<file path="src/aluPkg.sv">
// Shared opcodes, ALU operation codes and instruction/control types, imported by every stage module
package aluPkg;

    localparam int INSTR_WIDTH = 16;               // Instruction word width
    localparam int IMM_WIDTH   = INSTR_WIDTH - 11; // Opcode, rs and rd take 11 bits

    // ALU operation, same encoding as the old Oper input
    typedef enum logic [2:0] {
        OP_ROL = 3'b000, // Rotate left
        OP_SLL = 3'b001, // Shift left logical
        OP_SRA = 3'b010, // Shift right arithmetic
        OP_SRL = 3'b011, // Shift right logical
        OP_ADD = 3'b100,
        OP_AND = 3'b101,
        OP_OR  = 3'b110, // Unused by the instruction set
        OP_XOR = 3'b111
    } aluOp_e;

    typedef enum logic [4:0] {
        OPC_ADDI   = 5'b01000,
        OPC_SUBI   = 5'b01001, // Imm minus rs
        OPC_XORI   = 5'b01010,
        OPC_ANDNI  = 5'b01011, // Rs and not imm
        OPC_ROLI   = 5'b10100,
        OPC_SLLI   = 5'b10101,
        OPC_SRAI   = 5'b10110,
        OPC_SRLI   = 5'b10111,
        OPC_SHIFTR = 5'b11010, // Func picks rol/sll/sra/srl
        OPC_ALUR   = 5'b11011  // Func picks add/sub/xor/andn
    } opcode_e;

    typedef struct packed {
        logic [4:0] opcode;
        logic [2:0] rs;   // Source A
        logic [2:0] rt;   // Source B
        logic [2:0] rd;   // Destination
        logic [1:0] func; // Minor op
    } rFmt_t;

    typedef struct packed {
        logic [4:0]           opcode;
        logic [2:0]           rs;
        logic [2:0]           rd;
        logic [IMM_WIDTH-1:0] imm; // Raw immediate
    } iFmt_t;

    // One instruction word, two decodings
    typedef union packed {
        rFmt_t r;
        iFmt_t i;
    } instr_u;

    typedef struct packed {
        aluOp_e oper;
        logic   invA;   // Invert A before the units
        logic   invB;   // Invert B before the units
        logic   cin;    // Adder carry in
        logic   useImm; // B from immediate
    } aluCtrl_t;

    typedef struct packed {
        logic zero;
        logic ofl; // Signed overflow
        logic ltz; // Less than zero
    } aluFlags_t;

endpackage

</file>
<file path="src/aluDecode.sv">
// Combinational control decoder that turns an instruction word into ALU control and an immediate
`timescale 1ns/1ps

module aluDecode #(
    parameter int DATA_WIDTH = 16
) (
    input  aluPkg::instr_u        instr,
    output aluPkg::aluCtrl_t      ctrl,
    output logic [DATA_WIDTH-1:0] imm,
    output logic                  illegalOp
);
    import aluPkg::*;

    logic [IMM_WIDTH-1:0]  immField;
    logic [DATA_WIDTH-1:0] immZext;
    logic [DATA_WIDTH-1:0] immSext;

    assign immField = instr.i.imm; // I-format view of the word
    assign immZext  = {{(DATA_WIDTH-IMM_WIDTH){1'b0}}, immField}; // Logic ops and shift amounts
    assign immSext  = {{(DATA_WIDTH-IMM_WIDTH){immField[IMM_WIDTH-1]}}, immField}; // Add/sub

    always_comb begin
        ctrl      = '{oper: OP_ADD, invA: 1'b0, invB: 1'b0, cin: 1'b0, useImm: 1'b0}; // Safe add
        imm       = immZext;
        illegalOp = 1'b0;
        case (instr.r.opcode) // Opcode sits at the top in both views
            OPC_ALUR: begin
                case (instr.r.func)
                    2'b00: ctrl.oper = OP_ADD;
                    2'b01: begin // B minus A as ~A + B + 1
                        ctrl.oper = OP_ADD;
                        ctrl.invA = 1'b1;
                        ctrl.cin  = 1'b1;
                    end
                    2'b10: ctrl.oper = OP_XOR;
                    default: begin // ANDN
                        ctrl.oper = OP_AND;
                        ctrl.invB = 1'b1;
                    end
                endcase
            end
            OPC_SHIFTR: ctrl.oper = aluOp_e'({1'b0, instr.r.func}); // Func lines up with oper
            OPC_ADDI: begin
                ctrl.useImm = 1'b1;
                imm         = immSext;
            end
            OPC_SUBI: begin // Imm minus A
                ctrl.invA   = 1'b1;
                ctrl.cin    = 1'b1;
                ctrl.useImm = 1'b1;
                imm         = immSext;
            end
            OPC_XORI: begin
                ctrl.oper   = OP_XOR;
                ctrl.useImm = 1'b1;
            end
            OPC_ANDNI: begin
                ctrl.oper   = OP_AND;
                ctrl.invB   = 1'b1; // Inverts the zero-extended imm
                ctrl.useImm = 1'b1;
            end
            OPC_ROLI, OPC_SLLI, OPC_SRAI, OPC_SRLI: begin
                ctrl.oper   = aluOp_e'({1'b0, instr.i.opcode[1:0]}); // Low opcode bits pick shift
                ctrl.useImm = 1'b1;
            end
            default: illegalOp = 1'b1; // Keeps the add control
        endcase
    end

    // Inverting both sides would break every kept operation
    always_comb begin
        assert (!(ctrl.invA && ctrl.invB))
            else $error("aluDecode: invA and invB both set for opcode %b", instr.r.opcode);
    end

endmodule

</file>
<file path="src/claAdder.sv">
// Carry-lookahead adder built from 4-bit groups, with signed overflow, used by the ALU core
`timescale 1ns/1ps

module claAdder #(
    parameter int DATA_WIDTH = 16
) (
    input  logic [DATA_WIDTH-1:0] a,
    input  logic [DATA_WIDTH-1:0] b,
    input  logic                  cin,
    output logic [DATA_WIDTH-1:0] sum,
    output logic                  ofl
);
    localparam int NUM_GROUPS = DATA_WIDTH / 4;
    localparam int MSB        = DATA_WIDTH - 1;

    logic [DATA_WIDTH-1:0] p;     // Bit propagate
    logic [DATA_WIDTH-1:0] g;     // Bit generate
    logic [DATA_WIDTH-1:0] c;     // Carry into each bit
    logic [NUM_GROUPS:0]   grpC;  // Carry into each group

    assign p       = a ^ b;
    assign g       = a & b;
    assign grpC[0] = cin;

    for (genvar gi = 0; gi < NUM_GROUPS; gi++) begin : gGroup
        localparam int LSB = gi * 4;

        logic [3:0] gp;
        logic [3:0] gg;
        logic       grpP; // Group propagate
        logic       grpG; // Group generate

        assign gp = p[LSB +: 4];
        assign gg = g[LSB +: 4];

        // Lookahead within the group
        assign c[LSB]   = grpC[gi];
        assign c[LSB+1] = gg[0] | (gp[0] & grpC[gi]);
        assign c[LSB+2] = gg[1] | (gp[1] & gg[0]) | (gp[1] & gp[0] & grpC[gi]);
        assign c[LSB+3] = gg[2] | (gp[2] & gg[1]) | (gp[2] & gp[1] & gg[0])
                        | (gp[2] & gp[1] & gp[0] & grpC[gi]);

        assign grpP = &gp;
        assign grpG = gg[3] | (gp[3] & gg[2]) | (gp[3] & gp[2] & gg[1])
                    | (gp[3] & gp[2] & gp[1] & gg[0]);

        assign grpC[gi+1] = grpG | (grpP & grpC[gi]); // Chain between groups
    end

    assign sum = p ^ c;

    // Like signs in, other sign out
    assign ofl = (a[MSB] == b[MSB]) && (sum[MSB] != a[MSB]);

endmodule

</file>
<file path="src/barrelShifter.sv">
// Logarithmic barrel shifter for rotate left and the three shifts, used by the ALU core
`timescale 1ns/1ps

module barrelShifter #(
    parameter int DATA_WIDTH = 16
) (
    input  logic [DATA_WIDTH-1:0]         in,
    input  logic [$clog2(DATA_WIDTH)-1:0] shAmt,
    input  logic [1:0]                    mode,  // Low bits of oper
    output logic [DATA_WIDTH-1:0]         out
);
    import aluPkg::*;

    localparam int SH_WIDTH = $clog2(DATA_WIDTH);
    localparam int MSB      = DATA_WIDTH - 1;

    logic [SH_WIDTH:0][DATA_WIDTH-1:0] stg; // Stage k holds the shift by shAmt[k-1:0]
    aluOp_e                            op;

    assign op     = aluOp_e'({1'b0, mode});
    assign stg[0] = in;

    for (genvar k = 0; k < SH_WIDTH; k++) begin : gStage
        localparam int S = 1 << k; // This stage moves by 2^k

        logic [S-1:0]          fillL;   // Enters at the bottom
        logic [S-1:0]          fillR;   // Enters at the top
        logic [DATA_WIDTH-1:0] shifted;

        assign fillL = (op == OP_ROL) ? stg[k][MSB -: S] : '0; // Wrap for rotate
        assign fillR = (op == OP_SRA) ? {S{stg[k][MSB]}} : '0; // Sign fill

        assign shifted = mode[1] ? {fillR, stg[k][MSB:S]}       // Right shifts
                                 : {stg[k][MSB-S:0], fillL};    // Left shift or rotate

        assign stg[k+1] = shAmt[k] ? shifted : stg[k];
    end

    assign out = stg[SH_WIDTH];

endmodule

</file>
<file path="src/aluCore.sv">
// Combinational ALU core with operand select and inversion, arithmetic, logic, shifts and flags
`timescale 1ns/1ps

module aluCore #(
    parameter int DATA_WIDTH = 16
) (
    input  aluPkg::aluCtrl_t      ctrl,
    input  logic [DATA_WIDTH-1:0] regA,
    input  logic [DATA_WIDTH-1:0] regB,
    input  logic [DATA_WIDTH-1:0] imm,
    output logic [DATA_WIDTH-1:0] aluResult,
    output aluPkg::aluFlags_t     aluFlags
);
    import aluPkg::*;

    localparam int SH_WIDTH = $clog2(DATA_WIDTH);
    localparam int MSB      = DATA_WIDTH - 1;

    logic [DATA_WIDTH-1:0] opB;      // Register or immediate
    logic [DATA_WIDTH-1:0] a;        // A after inversion
    logic [DATA_WIDTH-1:0] b;        // B after inversion
    logic [DATA_WIDTH-1:0] addOut;
    logic [DATA_WIDTH-1:0] andOut;
    logic [DATA_WIDTH-1:0] orOut;
    logic [DATA_WIDTH-1:0] xorOut;
    logic [DATA_WIDTH-1:0] logicOut; // Add/and/or/xor pick
    logic [DATA_WIDTH-1:0] shiftOut;
    logic                  addOfl;
    logic                  ofl;
    logic                  ltzRaw;   // Plain sign of the result

    // Operand select and inversion
    assign opB = ctrl.useImm ? imm : regB;
    assign a   = ctrl.invA ? ~regA : regA;
    assign b   = ctrl.invB ? ~opB : opB;

    claAdder #(
        .DATA_WIDTH(DATA_WIDTH)
    ) adder0 (
        .a   (a),
        .b   (b),
        .cin (ctrl.cin),
        .sum (addOut),
        .ofl (addOfl)
    );

    barrelShifter #(
        .DATA_WIDTH(DATA_WIDTH)
    ) shifter0 (
        .in    (a),
        .shAmt (b[SH_WIDTH-1:0]), // Low bits of B give the amount
        .mode  (ctrl.oper[1:0]),
        .out   (shiftOut)
    );

    // Bitwise units
    assign andOut = a & b;
    assign orOut  = a | b;
    assign xorOut = a ^ b;

    always_comb begin
        case (ctrl.oper[1:0])
            2'b00:   logicOut = addOut;
            2'b01:   logicOut = andOut;
            2'b10:   logicOut = orOut;
            default: logicOut = xorOut;
        endcase
    end

    assign aluResult = ctrl.oper[2] ? logicOut : shiftOut; // Top oper bit low means shift

    // Overflow only counts for add, gated bit by bit
    assign ofl = ctrl.oper[2] & ~ctrl.oper[1] & ~ctrl.oper[0] & addOfl;

    assign ltzRaw = aluResult[MSB];

    always_comb begin
        aluFlags.zero = ~|aluResult;
        aluFlags.ofl  = ofl;
        aluFlags.ltz  = (ofl && (aluResult[MSB] != a[MSB])) ? ~ltzRaw : ltzRaw; // Sign fix
    end

    // The adder's overflow must not leak into logic or shift results
    always_comb begin
        assert (!(aluFlags.ofl && (ctrl.oper != OP_ADD)))
            else $error("aluCore: ofl set for oper %0d", ctrl.oper);
    end

endmodule

</file>
<file path="src/execUnit.sv">
// Execute stage top level: decode, ALU core and a one-cycle output register
`timescale 1ns/1ps

module execUnit #(
    parameter int DATA_WIDTH = 16
) (
    input  logic                  clk,
    input  logic                  rst,
    input  logic                  inValid,  // One-cycle strobe per item
    input  aluPkg::instr_u        instr,
    input  logic [DATA_WIDTH-1:0] regA,
    input  logic [DATA_WIDTH-1:0] regB,
    output logic                  outValid,
    output logic [DATA_WIDTH-1:0] result,
    output aluPkg::aluFlags_t     flags,
    output logic                  illegal
);
    import aluPkg::*;

    aluCtrl_t              ctrl;
    logic [DATA_WIDTH-1:0] imm;
    logic                  illegalOp;
    logic [DATA_WIDTH-1:0] aluResult;
    aluFlags_t             aluFlags;

    aluDecode #(
        .DATA_WIDTH(DATA_WIDTH)
    ) decode0 (
        .instr     (instr),
        .ctrl      (ctrl),
        .imm       (imm),
        .illegalOp (illegalOp)
    );

    aluCore #(
        .DATA_WIDTH(DATA_WIDTH)
    ) core0 (
        .ctrl      (ctrl),
        .regA      (regA),
        .regB      (regB),
        .imm       (imm),
        .aluResult (aluResult),
        .aluFlags  (aluFlags)
    );

    always_ff @(posedge clk) begin
        if (rst) begin
            outValid <= 1'b0;
            result   <= '0;
            flags    <= '0;
            illegal  <= 1'b0;
        end else begin
            outValid <= inValid;
            if (inValid) begin // Hold between strobes
                result  <= illegalOp ? '0 : aluResult; // Squash unknown opcodes
                flags   <= illegalOp ? '0 : aluFlags;
                illegal <= illegalOp;
            end
        end
    end

    // Illegal items leave nothing behind in the payload
    assert property (@(posedge clk) disable iff (rst) illegal |-> (result == '0 && flags == '0))
        else $error("execUnit: illegal with nonzero result %h", result);

endmodule

</file>
<file path="config.mk">
export PLATFORM = sky130hd
export DESIGN_NAME = execUnit
export DESIGN_NICKNAME = d
export VERILOG_FILES = /design/src/aluPkg.sv /design/src/aluDecode.sv /design/src/claAdder.sv /design/src/barrelShifter.sv /design/src/aluCore.sv /design/src/execUnit.sv
export SDC_FILE = /design/constraint.sdc
export NUM_CORES = 1
export LEC_CHECK = 0
export BUFFER_PORTS_ARGS = -buffer_cell sky130_fd_sc_hd__buf_2
export CORE_MARGIN = 2
export CORE_UTILIZATION = 55
export DETAILED_ROUTE_END_ITERATION = 10
export PLACE_DENSITY = 0.77
export SLEW_MARGIN = 20
export SYNTH_ARGS = -nofsm -noshare
export SYNTH_HDL_FRONTEND = slang
export SYNTH_HIERARCHICAL = 1
export SYNTH_SLANG_ARGS = --single-unit
</file>
<file path="constraint.sdc">
create_clock -name clk -period 5.5 [get_ports clk]
set_clock_uncertainty 0.05 [all_clocks]
set_input_delay 0.275 -clock clk [delete_from_list [all_inputs] [get_ports clk]]
set_output_delay 0.275 -clock clk [all_outputs]
set_load 0.02 [all_outputs]
</file>
==> out/results.ini, run 1 <==
[critical_path]
crit_slowest_cell = nor2_2
arrival_ns = 4.69
worst_ep_required_time_ns = 5.64
cp_top_family = simple AND/OR/NAND/NOR gates
endpoint_kind = register
cp_slowest_stage_delay_ns = 0.67
critical_path_class = input pin to register
path_max_fanout = 15
cp_cell_sequence = buf_2, nor2b_4, a31oi_1, nor2_2, buf_4, xor2_1, buf_4, ha_1, a21o_1, a21o_1, a211oi_2, and3_2, nor3_1, nor2b_1, o22ai_1, and2_0, a22oi_1, nor4_1, and4_1, nand3b_1, a21oi_1
startpoint_type = input pin
crit_buf_inv = 3

[floorplan]
die_h_um = 102
rows = 35
die_w_um = 102
start_util_pct = 56.9
ios = 72
dieArea_um2 = 10400
core-area_um2 = 9280

[synthesis]
netlist.top_cell.by_area = dfxtp_1
synth_most_common_cell = a21oi_1
synth_warnings = 6
ys_seq_area_share_pct = 7.96
ys_ff_latch = 21
synthArstFlopShare_pct = 0
synthFlopType = dfxtp_1
synthTopCellsByCount = 50 x a21oi_1, 41 x mux2i_1, 39 x nor2_1, 36 x xnor2_1, 33 x nand2b_1
syn_area_um2 = 5280
yosys-top-cells-area = dfxtp_1 8.0%, mux2i_1 7.8%, ha_1 7.3%, xnor2_1 6.0%, a21oi_1 4.7%
yosysUniqueCellTypes = 78
syn_area_per_cell_um2 = 8.08
synth_edf_count = 0
synthesis.nets = 740
synth_top_area_share_pct = 7.96
syn-instance-count = 654

[timing]
whs_ns = 0.357
setup_ws_ns = 0.947
grt_setup_unrepaired = no
worstMarginPinSlew_ns = 1.06
tns_ns = 0
layout_min_cycle_time_ns = 4.55
hold_violations = 0
timing_max_transition_violations_final = 0
finalCritPeriodShare_pct = 82.8
slew_headroom_pct = 29.4
setup_viol = 0
max_freq_ghz = 0.220

[clock_tree]
cts_tree = yes
clk_pin_slew_worst_paths_ns = 0.07
post_cts_buffers = 0
clk_latency_ns = 0.26
ctsHoldBuffers = 0
htreeDepth = 1
cts_root_buf = clkbuf_8
clockBufferDepth = 2
post_cts_resized = 0
clock-sinks = 21
cts-buffers-inserted = 3

[route]
routedWlPerCell_um = 18.8
finalWirelength_mm = 15.3
post-route-drc-count = 0
vias_per_cell = 6.40
vias = 5207
dr.pass1.iters = 6
ant_nets = 0
drtIter0Drc = 574

[global_routing]
grt_first_pass_wirelength_mm = 24.8
grt_pass1_vias = 4923
grt_max_degree = 43
antenna_found_initial = 0
grt-ovfl-total = 0
gr-usage-all-layers_pct = 29.6

[placement]
io_buffers = 65
dp.final_hpwl_mm = 11.8
gp_congestion = 0.931
dp_slack_ns = 0.719

[cells_and_area]
drive_above_1_share_pct = 22.6
syn_to_final_growth_pct = 7.04
nets = 772
diodes = 0
final_util_pct = 60.9
filler_cell_count = 860

[run]
maxCapViolations = 0

[power_and_ir_drop]
powerDensity_nw_per_um2 = 179
peakVddDrop_mv = 0.0839
leakage_nw = 2.33

[run_status]
outcome = completed

[worst_hold_path]
min_path_type = input pin to register

==> cell families (layout without fill, tap and decap cells) <==
| logic type | count (synthesis) | count (layout) | synth area share [%] |
|---|---|---|---|
| AO/OA/AOI/OAI | 212 | 212 | 30.1 |
| XOR/XNOR | 59 | 59 | 9.78 |
| buffers and inverters | 82 | 113 | 9.33 |
| flip-flops | 21 | 21 | 7.96 |
| adder cells (fa/ha/maj) | 35 | 35 | 8.86 |
| AND/OR/NAND/NOR | 186 | 186 | 19.9 |
| multiplexers | 59 | 59 | 14.1 |
==> flip-flops by register name, summed over array words and instances (netlist names) <==
| signal | count |
|---|---|
| outValid | 1 |
| flags | 3 |
| result | 16 |
| illegal | 1 |
==> cells in the final DEF (no fill, tap or decap), types with 12 or more instances in the layout <==
cell,n
a21o_1,20
a21oi_1,48
a2bb2oi_1,13
buf_2,65
buf_4,28
dfxtp_1,21
ha_1,31
inv_1,15
mux2i_1,41
nand2_1,27
nand2b_1,33
nand3b_1,22
nor2_1,38
nor2b_1,21
nor3_1,13
o21a_1,14
o21ai_0,16
o22ai_1,12
o31ai_1,15
xnor2_1,33
xor2_1,23
==> per-layer routing <==
metal | global-route usage [%] | up-vias | wire length, um
li1 | - | 2453 | -
met1 | 40.0 | 2416 | 6450
met2 | 47.9 | 288 | 6870
met3 | 2.94 | 50 | 1250
met4 | 13.1 | 0 | 741
met5 | 0 | - | 0
==> metrics by stage <==
stage / total power [mW] / std cells / cell area, um2
5_1_grt: 1.08 / 814 / 5650
4_1_cts: 0.991 / 814 / 5650
3_3_place_gp: 0.871 / 810 / 5600
6_report: 1.01 / 814 / 5650
2_1_floorplan: 0.721 / 654 / 5280
3_5_place_dp: 0.892 / 810 / 5610
==> final cells by class <==
cell class	instances	area, um2	area share [%]
Multi-Input combinational cell	551	4430	78.4
Tap cell	129	161	2.86
Sequential cell	21	420	7.44
Timing Repair Buffer	93	536	9.47
Clock buffer	4	45.0	0.797
Inverter	16	60.1	1.06
==> power breakdown <==
group | total, mW | switching [mW] | internal [mW]
clock network | 0.0980 | 0.0464 | 0.0516
registers | 0.163 | 0.00368 | 0.160
logic | 0.748 | 0.440 | 0.308
==> path summary, 6_finish.rpt <==
path	startpoint	slack, ns	cells past startpoint	endpoint
max	instr[15]	0.95	21	flags[2]$_SDFFE_PP0P_
min	rst	0.36	2	outValid$_SDFF_PP0_
max reg2reg	illegal$_SDFFE_PP0P_	4.84	2	illegal$_SDFFE_PP0P_
min reg2reg	result[7]$_SDFFE_PP0P_	0.42	2	result[7]$_SDFFE_PP0P_
(Power assumes the default switching activity.)
==> run 2, diff against run 1 <==
clock period = 4.3 ns   (was 5.5 ns; I/O delays follow)
==> run 2 against run 1 <==
Against the previous run: routed wire length rose by 3.3%; setup slack worse by 0.69 ns; non-clock buffer count up 30; die area is the same; final cell count is 3.7% higher; clock-buffer cell count down 1; design area increased by 6.6%; sequential share of layout area decreased by 0.46 points; register-to-register slack worse by 1.2 ns; sequential power rose by 28%; critical path type unchanged.
==> out/results.ini, run 2 (synthesis results as in run 1) <==
[run_status]
outcome = completed

[timing]
setup_viol = 0  ; unchanged
grt_setup_unrepaired = no
layout_min_cycle_time_ns = 4.04
max_freq_ghz = 0.247
timing_max_transition_violations_final = 0  ; unchanged
hold_violations = 0  ; unchanged
slew_headroom_pct = 31.6  ; +2.2 points
finalCritPeriodShare_pct = 94.0
worstMarginPinSlew_ns = 1.02  ; -0.0331 ns

[global_routing]
antenna_found_initial = 0  ; unchanged
gr-usage-all-layers_pct = 30.1  ; +0.47 points
grt_pass1_vias = 4894  ; -0.59%
grt_first_pass_wirelength_mm = 24.8  ; +0.19%
grt-ovfl-total = 0  ; unchanged
grt_max_degree = 54  ; +26%

[cells_and_area]
multi_input_area_um2 = 4500  ; +1.5%
nets = 802  ; +3.9%
top_regs = result (16), flags (3)
syn_to_final_growth_pct = 14.1
seqCellArea_um2 = 420  ; unchanged
layout_commonest_cell = buf_2
largest_reg_flops = 16  ; unchanged
top_register = result
diodes = 0  ; unchanged
filler_cell_count = 846  ; -1.6%
final_util_pct = 64.9  ; +4.0 points
drive_above_1_share_pct = 27.1  ; +4.5 points
final_cell_mix = 65 x buf_2, 51 x buf_4, 47 x a21oi_1

[critical_path]
cp_top_family = compound AO/OA/AOI/OAI gates
endpoint_kind = register
crit_start = instr[15]
cp_slowest_stage_delay_ns = 0.41  ; -0.26 ns
cp_cell_sequence = buf_2, nand3b_1, o21ai_4, mux2i_1, buf_4, xnor2_2, ha_1, a211oi_4, o21ai_4, a21oi_1, o221ai_1, fa_1, xor2_1, nor2b_1, o22ai_1, a31oi_1, nor4_1, and4_1, nand3b_1, a21oi_1
crit_buf_inv = 2  ; -1
path_max_fanout = 10  ; -5
arrival_ns = 4.19  ; -0.50 ns
r2r-start = flags[1]$_SDFFE_PP0P_
rrSetupSlack_ns = 3.63  ; -1.21 ns
worstRegToRegCells = 2  ; unchanged
worst_ep_required_time_ns = 4.45  ; -1.19 ns
critical_path_class = input pin to register
crit_slowest_cell = fa_1
path_depth = 20  ; -4.8%
startpoint_type = input pin

[floorplan]
rows = 35  ; unchanged
core-area_um2 = 9280  ; unchanged
dieArea_um2 = 10400  ; unchanged
die_w_um = 102  ; unchanged
start_util_pct = 56.9  ; unchanged
die_h_um = 102  ; unchanged
ios = 72  ; unchanged

[clock_tree]
cts_tree = yes
clk_pin_slew_worst_paths_ns = 0.08  ; about the same
clockBufferDepth = 2  ; unchanged
cts-buffers-inserted = 3  ; unchanged
clock-sinks = 21  ; unchanged
cts_root_buf = clkbuf_8
post_cts_buffers = 0  ; unchanged
htreeDepth = 1  ; unchanged
clk_latency_ns = 0.26  ; about the same

[run]
maxCapViolations = 0  ; unchanged

[route]
dr.pass1.iters = 6  ; unchanged
vias = 5291  ; +1.6%
routedWlPerCell_um = 18.7  ; -0.34%
finalWirelength_mm = 15.8  ; +3.3%
vias_per_cell = 6.27  ; -2.0%
post-route-drc-count = 0  ; unchanged
ant_nets = 0  ; unchanged
drtIter0Drc = 415  ; -28%

[worst_hold_path]
hold_depth = 2  ; unchanged
min_path_type = input pin to register
worstHoldStart = rst

[power_and_ir_drop]
leakage_nw = 2.51  ; +7.7%
powerDensity_nw_per_um2 = 225  ; +26%
peakVddDrop_mv = 0.105  ; +26%
power.total_mw = 1.36  ; +34%

[placement]
dp.final_hpwl_mm = 12.2  ; +3.7%
io_buffers = 65  ; unchanged
gp_congestion = 0.951  ; +2.2%

run 2: cell types whose count changed in the layout (fill, tap and decap cells not counted), moves of 6 or more:
cell,previous run,this run
buf_12,0,6
buf_4,28,51
xor2_1,23,17
xor2_2,0,6
run 2: per-stage QoR:
stage | setup TNS (ns) | cells | setup slack, ns | instance area (um2) | hold slack, ns
finish | 0 | 844 | 0.258 | 6030 | 0.285
global route | 0 | 844 | 0.0193 | 6030 | 0.313
CTS | 0 | 844 | 0.211 | 6000 | 0.281
detailed placement | -0.0621 | 840 | -0.0621 | 5950 | 0.407
global placement | 0 | 840 | 0.0330 | 5950 | 0.402
floorplan | 0 | 654 | 0.0219 | 5330 | 0.237
run 2: worst paths after layout:
kind,end
max,flags[2]$_SDFFE_PP0P_
max reg2reg,flags[1]$_SDFFE_PP0P_
min reg2reg,result[11]$_SDFFE_PP0P_
min,outValid$_SDFF_PP0_
run 2: repair_timing:
action,in CTS,in global routing
resized for setup,0,5
hold buffers,0,0
setup endpoints to repair,0,1
run 2: routing by layer:
metal  global-route usage (%)  vias to the layer above  part of all wire [%]
li1                         -                     2506                     -
met1                     41.6                     2502                    43
met2                     49.1                      240                    46
met3                     2.12                       43                   7.0
met4                     11.6                        0                   4.1
met5                        0                        -                     0
run 2: layout make-up:
class                           count  area share, %
Clock buffer                        3          0.685
Inverter                           16          0.997
Sequential cell                    21           6.98
Clock inverter                      1         0.0831
Tap cell                          129           2.68
Timing Repair Buffer              123           13.9
Multi-Input combinational cell    551           74.6
run 2: power breakdown:
group / internal [mW] / switching (mW) / total, mW
clock: 0.0645 / 0.0622 / 0.127
sequential: 0.204 / 0.00461 / 0.209
combinational: 0.439 / 0.583 / 1.02
total: 0.707 / 0.650 / 1.36
